===== src/hdl/qcalc_pkg.sv =====
package qcalc_pkg;

   // datapath widths
   localparam int DATA_WIDTH      = 16;                   // accumulator and result word
   localparam int OPCODE_W        = 4;                    // opcode field at the top of a word
   localparam int IMM_W           = DATA_WIDTH - OPCODE_W; // immediate field below it
   localparam int FIFO_DEPTH_LOG2 = 3;                    // 8 entries per queue

   // plain data word as it sits in a queue or the accumulator
   typedef logic [DATA_WIDTH-1:0] word_t;

   // instruction word layout
   // opcode in the top bits, zero-extended immediate below
   typedef struct packed {
      logic [OPCODE_W-1:0] opcode; // raw code, may hold an unknown value
      logic [IMM_W-1:0]    imm;    // operand, also shift amount in its low 4 bits
   } instr_t;

   // opcodes understood by the machine
   // codes above OP_EMIT are treated as OP_NOP by decode
   typedef enum logic [OPCODE_W-1:0] {
      OP_NOP  = 4'h0, // nothing happens
      OP_LOAD = 4'h1, // acc = imm
      OP_ADD  = 4'h2, // acc = acc + imm, wraps
      OP_SUB  = 4'h3, // acc = acc - imm, wraps
      OP_AND  = 4'h4, // acc = acc & imm
      OP_OR   = 4'h5, // acc = acc | imm
      OP_XOR  = 4'h6, // acc = acc ^ imm
      OP_SHL  = 4'h7, // logical left, imm[3:0] places
      OP_SHR  = 4'h8, // logical right, imm[3:0] places
      OP_EMIT = 4'h9  // push acc into the result queue
   } opcode_e;

endpackage


===== src/hdl/sync_fifo.sv =====
`timescale 1ns/100ps

module sync_fifo #(
   parameter int DATA_WIDTH      = qcalc_pkg::DATA_WIDTH,
   parameter int FIFO_DEPTH_LOG2 = qcalc_pkg::FIFO_DEPTH_LOG2
) (
   input  logic             i_clk,
   input  logic             i_rst_n,
   input  qcalc_pkg::word_t i_item,
   input  logic             i_write,
   input  logic             i_read,
   output qcalc_pkg::word_t o_item,     // show-ahead head
   output logic             o_empty,
   output logic             o_full,
   output logic             o_overrun,  // sticky
   output logic             o_underrun  // sticky
);

   localparam int DEPTH = 1 << FIFO_DEPTH_LOG2;

   logic [DATA_WIDTH-1:0]      mem [DEPTH];
   logic [FIFO_DEPTH_LOG2-1:0] wr_ptr;
   logic [FIFO_DEPTH_LOG2-1:0] rd_ptr;
   logic [FIFO_DEPTH_LOG2-1:0] wr_next;
   logic [FIFO_DEPTH_LOG2-1:0] rd_next;
   logic                       wr_ok;
   logic                       rd_ok;

   assign wr_next = wr_ptr + 1'b1; // pointers wrap on their own width
   assign rd_next = rd_ptr + 1'b1;

   // a write into a full queue only lands when the head leaves in the same cycle
   assign wr_ok = i_write && (!o_full || i_read);
   assign rd_ok = i_read && !o_empty;

   // head is visible before the read strobe
   assign o_item = mem[rd_ptr];

   always_ff @(posedge i_clk) begin
      if (wr_ok)
         mem[wr_ptr] <= i_item;
   end

   always_ff @(posedge i_clk or negedge i_rst_n) begin
      if (!i_rst_n) begin
         wr_ptr <= '0;
         rd_ptr <= '0;
      end else begin
         if (wr_ok)
            wr_ptr <= wr_next;
         if (rd_ok)
            rd_ptr <= rd_next;
      end
   end

   // registered flags, decoded from the strobes and the current flags
   always_ff @(posedge i_clk or negedge i_rst_n) begin
      if (!i_rst_n) begin
         o_empty <= 1'b1; // queue starts empty
         o_full  <= 1'b0;
      end else begin
         casez ({i_write, i_read, !o_full, !o_empty})
            4'b01?1: begin               // read only
               o_full  <= 1'b0;
               o_empty <= (rd_next == wr_ptr);
            end
            4'b101?: begin               // write only, room left
               o_full  <= (wr_next == rd_ptr);
               o_empty <= 1'b0;
            end
            4'b11?0: begin               // write lands, read fails on empty
               o_full  <= 1'b0;
               o_empty <= 1'b0;
            end
            4'b11?1: o_empty <= 1'b0;    // both succeed, full holds
            default: ;                   // idle or rejected strobe
         endcase
      end
   end

   // error flags stay up until reset
   always_ff @(posedge i_clk or negedge i_rst_n) begin
      if (!i_rst_n) begin
         o_overrun  <= 1'b0;
         o_underrun <= 1'b0;
      end else begin
         if (i_write && !wr_ok)
            o_overrun <= 1'b1;  // word dropped
         if (i_read && o_empty)
            o_underrun <= 1'b1;
      end
   end

endmodule


===== src/hdl/instr_decode.sv =====
`timescale 1ns/100ps

module instr_decode (
   input  logic                        i_clk,
   input  logic                        i_rst_n,
   input  qcalc_pkg::instr_t           i_head,       // show-ahead head of the instruction queue
   input  logic                        i_empty,
   input  logic                        i_emit_ready, // a result slot is free for one more emit
   output logic                        o_pop,
   output logic                        o_reserve,    // pop of an emit, books a result slot
   output logic                        o_valid,
   output qcalc_pkg::opcode_e          o_opcode,
   output logic [qcalc_pkg::IMM_W-1:0] o_imm
);

   import qcalc_pkg::*;

   opcode_e head_op;
   logic    head_is_emit;
   logic    hold;

   // unknown codes fold to a nop here so execute only sees legal opcodes
   always_comb begin
      case (i_head.opcode)
         OP_LOAD, OP_ADD, OP_SUB, OP_AND, OP_OR,
         OP_XOR, OP_SHL, OP_SHR, OP_EMIT:
            head_op = opcode_e'(i_head.opcode);
         default:
            head_op = OP_NOP;
      endcase
   end

   assign head_is_emit = (head_op == OP_EMIT);

   // an emit waits at the head until the result side has room for it
   assign hold = head_is_emit && !i_emit_ready;

   assign o_pop     = !i_empty && !hold; // never reads an empty queue
   assign o_reserve = o_pop && head_is_emit;

   // one valid pulse per popped word
   always_ff @(posedge i_clk or negedge i_rst_n) begin
      if (!i_rst_n) begin
         o_valid  <= 1'b0;
         o_opcode <= OP_NOP;
      end else begin
         o_valid  <= o_pop;
         if (o_pop)
            o_opcode <= head_op;
      end
   end

   // immediate rides along with the opcode
   always_ff @(posedge i_clk) begin
      if (o_pop)
         o_imm <= i_head.imm;
   end

endmodule


===== src/hdl/alu_execute.sv =====
`timescale 1ns/100ps

module alu_execute (
   input  logic                        i_clk,
   input  logic                        i_rst_n,
   input  logic                        i_valid,
   input  qcalc_pkg::opcode_e          i_opcode,
   input  logic [qcalc_pkg::IMM_W-1:0] i_imm,
   output logic                        o_emit,       // one-cycle push strobe
   output qcalc_pkg::word_t            o_emit_value,
   output qcalc_pkg::word_t            o_acc         // debug view of the accumulator
);

   import qcalc_pkg::*;

   word_t      acc;
   word_t      acc_next;
   word_t      imm_ext;
   logic [3:0] shamt;
   logic       is_emit;

   assign imm_ext = {{OPCODE_W{1'b0}}, i_imm}; // zero-extended operand
   assign shamt   = i_imm[3:0];                // shifts use the low nibble only
   assign is_emit = i_valid && (i_opcode == OP_EMIT);

   // alu, all arithmetic wraps at the word width
   always_comb begin
      case (i_opcode)
         OP_LOAD: acc_next = imm_ext;
         OP_ADD:  acc_next = acc + imm_ext;
         OP_SUB:  acc_next = acc - imm_ext;
         OP_AND:  acc_next = acc & imm_ext;
         OP_OR:   acc_next = acc | imm_ext;
         OP_XOR:  acc_next = acc ^ imm_ext;
         OP_SHL:  acc_next = acc << shamt;
         OP_SHR:  acc_next = acc >> shamt; // logical, zeros shift in
         default: acc_next = acc;          // nop and emit leave acc alone
      endcase
   end

   always_ff @(posedge i_clk or negedge i_rst_n) begin
      if (!i_rst_n)
         acc <= '0;
      else if (i_valid)
         acc <= acc_next;
   end

   always_ff @(posedge i_clk or negedge i_rst_n) begin
      if (!i_rst_n)
         o_emit <= 1'b0;
      else
         o_emit <= is_emit; // one cycle after the decode pulse
   end

   // emit leaves acc unchanged, so this is also the value after the edge
   always_ff @(posedge i_clk) begin
      if (is_emit)
         o_emit_value <= acc;
   end

   assign o_acc = acc;

endmodule


===== src/hdl/result_stage.sv =====
`timescale 1ns/100ps

module result_stage #(
   parameter int DATA_WIDTH      = qcalc_pkg::DATA_WIDTH,
   parameter int FIFO_DEPTH_LOG2 = qcalc_pkg::FIFO_DEPTH_LOG2
) (
   input  logic             i_clk,
   input  logic             i_rst_n,
   input  logic             i_reserve,    // decode popped an emit
   input  logic             i_emit,       // emit value arrives from execute
   input  qcalc_pkg::word_t i_emit_value,
   input  logic             i_read,       // outside pops a result
   output logic             o_emit_ready,
   output qcalc_pkg::word_t o_result,
   output logic             o_empty,
   output logic             o_underrun
);

   localparam int DEPTH = 1 << FIFO_DEPTH_LOG2;
   localparam int CNT_W = FIFO_DEPTH_LOG2 + 1; // must hold DEPTH itself

   logic [CNT_W-1:0] free_cnt; // slots not holding a result
   logic [CNT_W-1:0] rsv_cnt;  // emits popped but not yet written
   logic             fifo_empty;
   logic             rd_ok;

   assign rd_ok = i_read && !fifo_empty; // a read on empty frees nothing

   always_ff @(posedge i_clk or negedge i_rst_n) begin
      if (!i_rst_n) begin
         free_cnt <= CNT_W'(DEPTH);
      end else begin
         case ({i_emit, rd_ok})
            2'b10:   free_cnt <= free_cnt - 1'b1;
            2'b01:   free_cnt <= free_cnt + 1'b1;
            default: ; // none, or one in and one out
         endcase
      end
   end

   always_ff @(posedge i_clk or negedge i_rst_n) begin
      if (!i_rst_n) begin
         rsv_cnt <= '0;
      end else begin
         case ({i_reserve, i_emit})
            2'b10:   rsv_cnt <= rsv_cnt + 1'b1;
            2'b01:   rsv_cnt <= rsv_cnt - 1'b1;  // booked slot now filled
            default: ;
         endcase
      end
   end

   // room for one more booking
   // every emit in flight already owns a slot, so the write never overflows
   assign o_emit_ready = (free_cnt > rsv_cnt);

   sync_fifo #(
      .DATA_WIDTH      (DATA_WIDTH),
      .FIFO_DEPTH_LOG2 (FIFO_DEPTH_LOG2)
   ) u_result_fifo (
      .i_clk      (i_clk),
      .i_rst_n    (i_rst_n),
      .i_item     (i_emit_value),
      .i_write    (i_emit),
      .i_read     (i_read),
      .o_item     (o_result),
      .o_empty    (fifo_empty),
      .o_full     (),   // reservation keeps writes off a full queue
      .o_overrun  (),
      .o_underrun (o_underrun)
   );

   assign o_empty = fifo_empty;

endmodule


===== src/hdl/qcalc_top.sv =====
`timescale 1ns/100ps

module qcalc_top #(
   parameter int DATA_WIDTH      = qcalc_pkg::DATA_WIDTH,
   parameter int FIFO_DEPTH_LOG2 = qcalc_pkg::FIFO_DEPTH_LOG2
) (
   input  logic              i_clk,
   input  logic              i_rst_n,
   input  qcalc_pkg::instr_t i_instr,
   input  logic              i_instr_write,
   output logic              o_instr_full,
   output logic              o_instr_overrun,
   output qcalc_pkg::word_t  o_result,
   output logic              o_result_empty,
   input  logic              i_result_read,
   output logic              o_result_underrun,
   output qcalc_pkg::word_t  o_acc
);

   import qcalc_pkg::*;

   instr_t           iq_head;    // show-ahead head of the instruction queue
   logic             iq_empty;
   logic             iq_pop;
   logic             reserve;    // emit popped, slot booked
   logic             emit_ready;
   logic             dec_valid;
   opcode_e          dec_opcode;
   logic [IMM_W-1:0] dec_imm;
   logic             emit;
   word_t            emit_value;

   // instruction queue
   sync_fifo #(
      .DATA_WIDTH      (DATA_WIDTH),
      .FIFO_DEPTH_LOG2 (FIFO_DEPTH_LOG2)
   ) u_instr_fifo (
      .i_clk      (i_clk),
      .i_rst_n    (i_rst_n),
      .i_item     (i_instr),
      .i_write    (i_instr_write),
      .i_read     (iq_pop),
      .o_item     (iq_head),
      .o_empty    (iq_empty),
      .o_full     (o_instr_full),
      .o_overrun  (o_instr_overrun),
      .o_underrun ()  // decode never pops an empty queue
   );

   instr_decode u_decode (
      .i_clk        (i_clk),
      .i_rst_n      (i_rst_n),
      .i_head       (iq_head),
      .i_empty      (iq_empty),
      .i_emit_ready (emit_ready),
      .o_pop        (iq_pop),
      .o_reserve    (reserve),
      .o_valid      (dec_valid),
      .o_opcode     (dec_opcode),
      .o_imm        (dec_imm)
   );

   alu_execute u_execute (
      .i_clk        (i_clk),
      .i_rst_n      (i_rst_n),
      .i_valid      (dec_valid),
      .i_opcode     (dec_opcode),
      .i_imm        (dec_imm),
      .o_emit       (emit),
      .o_emit_value (emit_value),
      .o_acc        (o_acc)
   );

   result_stage #(
      .DATA_WIDTH      (DATA_WIDTH),
      .FIFO_DEPTH_LOG2 (FIFO_DEPTH_LOG2)
   ) u_result (
      .i_clk        (i_clk),
      .i_rst_n      (i_rst_n),
      .i_reserve    (reserve),
      .i_emit       (emit),
      .i_emit_value (emit_value),
      .i_read       (i_result_read),
      .o_emit_ready (emit_ready),
      .o_result     (o_result),
      .o_empty      (o_result_empty),
      .o_underrun   (o_result_underrun)
   );

endmodule


===== config.mk =====
export PLATFORM = sky130hd
export DESIGN_NAME = qcalc_top
export DESIGN_NICKNAME = d
export VERILOG_FILES = /design/src/hdl/qcalc_pkg.sv /design/src/hdl/sync_fifo.sv /design/src/hdl/instr_decode.sv /design/src/hdl/alu_execute.sv /design/src/hdl/result_stage.sv /design/src/hdl/qcalc_top.sv
export SDC_FILE = /design/constraint.sdc
export NUM_CORES = 1
export LEC_CHECK = 0
export BUFFER_PORTS_ARGS = -buffer_cell sky130_fd_sc_hd__buf_4
export CAP_MARGIN = 20
export CORE_MARGIN = 2
export CORE_UTILIZATION = 38
export CTS_BUF_LIST = sky130_fd_sc_hd__clkbuf_4 sky130_fd_sc_hd__clkbuf_8
export DETAILED_ROUTE_END_ITERATION = 8
export GPL_ROUTABILITY_DRIVEN = 0
export GPL_TIMING_DRIVEN = 0
export PLACE_DENSITY = 0.59
export SKIP_CTS_REPAIR_TIMING = 1
export SYNTH_ARGS = -nofsm -noshare
export SYNTH_HDL_FRONTEND = slang
export SYNTH_HIERARCHICAL = 1
export SYNTH_SLANG_ARGS = --single-unit

===== constraint.sdc =====
create_clock -name i_clk -period 4.44 [get_ports i_clk]
set_clock_uncertainty 0.05 [all_clocks]
set_input_delay 0.666 -clock i_clk [delete_from_list [all_inputs] [get_ports i_clk]]
set_output_delay 0.666 -clock i_clk [all_outputs]
set_load 0.02 [all_outputs]

* Word level (Yosys, flattened, before mapping)
Memory sizes are Yosys's and may differ from the RTL's.
Cells that the tools add are included.
** Cells by class
- Shifts and indexed selects :: 2
- Equal/unequal tests :: 35
- Multipliers :: 0
- Magnitude comparators :: 1
- Reduce and logical (&&, ||, !) cells :: 32
- Bitwise gates (word level) :: 3
- Multiplexer cells :: 12
- Add/sub/neg operators :: 10
- Divide/modulo/power cells :: 0
** Operator list (count)
- one-hot mux 16 bit (8 select lines) :: 1
- == test 4 x 3 -> 1 bit (second input constant) :: 8
- == test 4 bit (second input constant) :: 5
- == test 3 bit (second input constant) :: 6
- adder 16 x 12 -> 16 bit :: 1
- AND 16 x 12 -> 16 bit :: 1
- == test 4 x 2 -> 1 bit (second input constant) :: 4
- OR 16 x 12 -> 16 bit :: 1
- one-hot mux 4 bit (2 select lines) :: 2
- << shifter 16 x 4 -> 16 bit :: 1
- right shift 16 x 4 -> 16 bit :: 1
- subtractor 16 x 12 -> 16 bit :: 1
- bitwise XOR 16 x 12 -> 16 bit :: 1
- adder 3 x 1 -> 3 bit (second input constant) :: 4
- == test 3 bit :: 4
- nonzero test 2 bit :: 6
- logical AND 1 bit :: 10
- OR reduction 9 bit :: 1
- adder 4 x 1 -> 4 bit (second input constant) :: 2
- == test 4 x 1 -> 1 bit (second input constant) :: 2
- one-hot mux 1 bit (2 select lines) :: 4
- nonzero test 8 bit :: 1
- subtractor 4 x 1 -> 4 bit (second input constant) :: 2
- zero test 1 bit :: 7
- 10 further kinds :: 19
** Word-level totals
- Word-level logic and storage cells :: 115
- Latch bits :: 0
- Memory bits (writable) :: 256
- Bits in read-only memories :: 0
- Memories kept :: 2
- Flip-flop bits (word level) :: 76
- Output and inout port bits :: 36
** Memories
- u_instr_fifo.mem :: depth 8, width 16, read ports 1, clocked after memory_dff 0, wr ports 1, line sync_fifo.sv:21 : logic [DATA_WIDTH-1:0] mem [DEPTH];
- u_result.u_result_fifo.mem :: depth 8, width 16, read ports 1, clocked after memory_dff 0, wr ports 1, line sync_fifo.sv:21

* Logic depth before layout (Yosys ltp)
An unclocked memory read counts as a cell.
- Depth in word-level cells :: 12
- Mapped depth :: 15
- Depth with buffers taken out :: 15

* Cells and area by module
The synthesis kept the hierarchy.
** By module, submodules not included
- sync_fifo :: cells an instance 243, instances 2, area an instance 5467.7 um2
- alu_execute :: cells an instance 544, instances 1, area an instance 4724.5 um2
- result_stage :: cells an instance 63, instances 1, area an instance 644.4 um2
- instr_decode :: cells an instance 32, instances 1, area an instance 584.3 um2

* Worst setup path before layout
Ideal clock, no wire load.
- Path kind :: register to register
- From :: register u_instr_fifo.rd_ptr[1]
- To :: memory u_instr_fifo.mem[1][0] (enable)
- Cell stages (with the launch flop) :: 11
- Clock period less this slack :: 4.109 ns
- Slack :: 0.331 ns
- Buffers on the path :: 2
- Arrival :: 3.650 ns
- Cells stage by stage :: dfrtp_1 buf_2 clkbuf_1 mux4_2 mux2_2 nor3b_2 a21o_1 inv_1 nand2b_1 nand3_1 nor3_1
** RTL lines
- start: declaration :: line sync_fifo.sv:23 : logic [FIFO_DEPTH_LOG2-1:0] rd_ptr;
- start signal: assignment :: line sync_fifo.sv:52 : rd_ptr <= rd_next;
- end: declaration :: line sync_fifo.sv:21

* Worst setup path in the final report
- From :: register u_decode.o_opcode[2]
- To :: register u_execute.acc[15], in the netlist u_execute/o_acc[15]
** Between the ends
- Cells in the longest elaborated chain, start to end :: 3
** RTL lines
- start: declaration :: line instr_decode.sv:12 : output qcalc_pkg::opcode_e o_opcode,
- start signal: assignment :: line instr_decode.sv:49 : o_opcode <= head_op;
- == test 4 x 1 -> 1 bit, or another cell as far along :: line alu_execute.sv:28 : case (i_opcode)
- nonzero test 8 bit (no line)
- AND reduction 2 bit (no line)
- end signal: assignment :: line alu_execute.sv:45 : acc <= acc_next;
- end: declaration :: line alu_execute.sv:16 : word_t acc;
Several ways; a longest one is shown, not always the timed one.
A chain may end at the register's enable or synchronous reset.

==> results.md <==
* Filler Cells Inserted at 4,015
* Mean Syn Cell Area at 15.0 um^2
* Final hold vios at 0
* Synth warnings at 6
* Leak Pwr at 7.04 nW
* Die width at 214 um
* Grt ovf at 0
* Final Non-Filler Cells at 1,881
* CP required at 4.84 ns
* Clock Power Share at 0.180
* Post-DP HPWL at 28.1 mm
* RSZ-0062 raised after global routing: no
* Worst Tran Pin Value at 0.876 ns
* Post-layout util at 0.442
* Input/output buffers at 54
* Slew margin rel. at 0.413
* Final slew viol count at 0
* Status: finished, final reports clean
* Crit path max fanout at 10
* Switching power share of the total at 0.399
* # DRC at 0
* Initial antenna violation count at 0
* TritonCTS buffer count at 52
* Gr usage total at 0.175
* Die height at 214 um
* Seq. cell area at 9730 um^2
* Worst-path clk slew at 0.07 ns
* WL per Instance at 21.6 um
* Overall routed net length at 40.6 mm
* Initial core utilization at 0.383
* Htree depth at 2
* Total number of vias at 10,361
* Tmin final at 4.07 ns
* Worst setup SP type: flip-flop
* Ratio of cells with drive above 1 in the final layout at 0.234
* CTS tree: yes
* Gate power share at 0.501
* Multi-input logic area at 6620 um^2
* First drt pass iteration count at 5
* CP arrival at 4.47 ns
* Largest net degree at the start of global routing at 49
* FMAX at 0.246 GHz
* P&R area growth vs syn at 15.5%
* Clk sink count at 332
* Initial DRC count at 860
* Clock Latency Late Sink at 0.57 ns
* Global-route wire length before repair at 62.5 mm
* Final worst slack at 0.368 ns
* Root Buffer: clkbuf_8
* Most common cell after layout, fill and taps aside: edfxtp_1
* Peak supply drop at 0.346 mV
* I/O pin cnt at 56
* CTS Buffer Depth at 3
* Sw Pwr at 5.64 mW
* Setup-failing EPs final at 0
* Nets at 1,326
* Cell Area, Placed at 18,400 um^2
* # diodes at 0
* Final period util at 0.917
* Number of global-route vias before repair at 10,526
* Place WS at 0.136 ns
* Cell count after synthesis at 1,121
* Max capacitance violation total at 0
* Vias per std cell at 5.51
* Final Cell Area at 19,400 um^2
* Pwr/cell area at 727 nW/um^2
* Worst Setup Path Type: flip-flop to flip-flop
* Num rows at 77
* Placed Cells at 1,788
* Hold Path Class: input pin to asynchronous set/reset pin
* Most frequent cells in the layout: edfxtp_1, nand2_1, mux4_1
* Crit end category: flip-flop
* Seq pwr share at 0.319
* Antenna-violating nets left at 0
* Total power at 14.1 mW
* Flop-to-flop setup slack at 0.37 ns
* Placeable Area at 43,900 um^2
* Post-Syn Area at 16,800 um^2
* Die Area at 46,000 um^2
* Synthesized Nets at 1,198
* Internal Power at 8.50 mW
==> power by group through the flow <==
stage | clock network [mW] | logic [mW] | registers (mW)
floorplan | 0 | 4.98 | 4.40
CTS | 2.63 | 7.02 | 4.51
global placement | 0 | 6.83 | 4.57
global route | 2.76 | 7.64 | 4.57
detailed placement | 0 | 6.97 | 4.58
finish | 2.54 | 7.09 | 4.51
==> final timing paths <==
path / startpoint / endpoint / cells after the start
min reg2reg: u_result/u_result_fifo/o_underrun / u_result/u_result_fifo/o_underrun / 1
max reg2reg: u_decode/o_opcode[2] / u_execute/o_acc[15] / 13
min in group i_clk: i_instr[14] / u_instr_fifo/mem[1][14] / 1
max in group asynchronous: i_rst_n / u_execute/o_acc[13] / 1
min: i_rst_n / u_instr_fifo/o_overrun / 1
max: u_decode/o_opcode[2] / u_execute/o_acc[15] / 13
==> cell type report <==
cell class | count | area share
multi-input combinational | 683 | 0.340
tap | 592 | 0.0381
clock inverter | 19 | 0.00689
clock buffer | 75 | 0.0460
sequential | 332 | 0.501
timing repair buffer | 75 | 0.0401
buffer | 64 | 0.0194
inverter | 41 | 0.00811
==> worst max-delay path: stages (launching register included) <==
cell      delay, ns
dfrtp_1        0.48
buf_6          0.19
nor2_1         0.42
nand3_1        0.24
clkbuf_1       0.28
o21ai_0        0.37
inv_1          0.08
ha_1           0.27
nor2b_1        0.17
o31a_1         0.32
o21ai_0        0.28
o31ai_1        0.40
mux2i_1        0.28
a31oi_1        0.11
==> per-layer routing <==
metal	global-route usage	routed length [um]	vias to the layer above
li1	-	-	4727
met1	0.224	17100	5182
met2	0.301	20200	369
met3	0.0335	2200	83
met4	0.0586	1090	0
met5	0	0	-
==> per-stage QoR <==
step,TNS (ns),hold slack [ns]
2_1_floorplan,0,0.320
3_3_place_gp,-106.38,0.396
3_5_place_dp,0,0.404
4_1_cts,0,0.0651
5_1_grt,0,0.0806
6_report,0,0.0674
==> registers in the layout, indices dropped and copies added, names as in the netlist, 4 cells and up <==
signal                      flops
u_execute/o_emit_value         16
u_execute/o_acc                16
u_result/rsv_cnt                4
u_decode/o_imm                 12
u_instr_fifo/mem              128
u_decode/o_opcode               4
u_result/free_cnt               4
u_result/u_result_fifo/mem    128
Note: power is estimated with default switching activity, not from simulation.
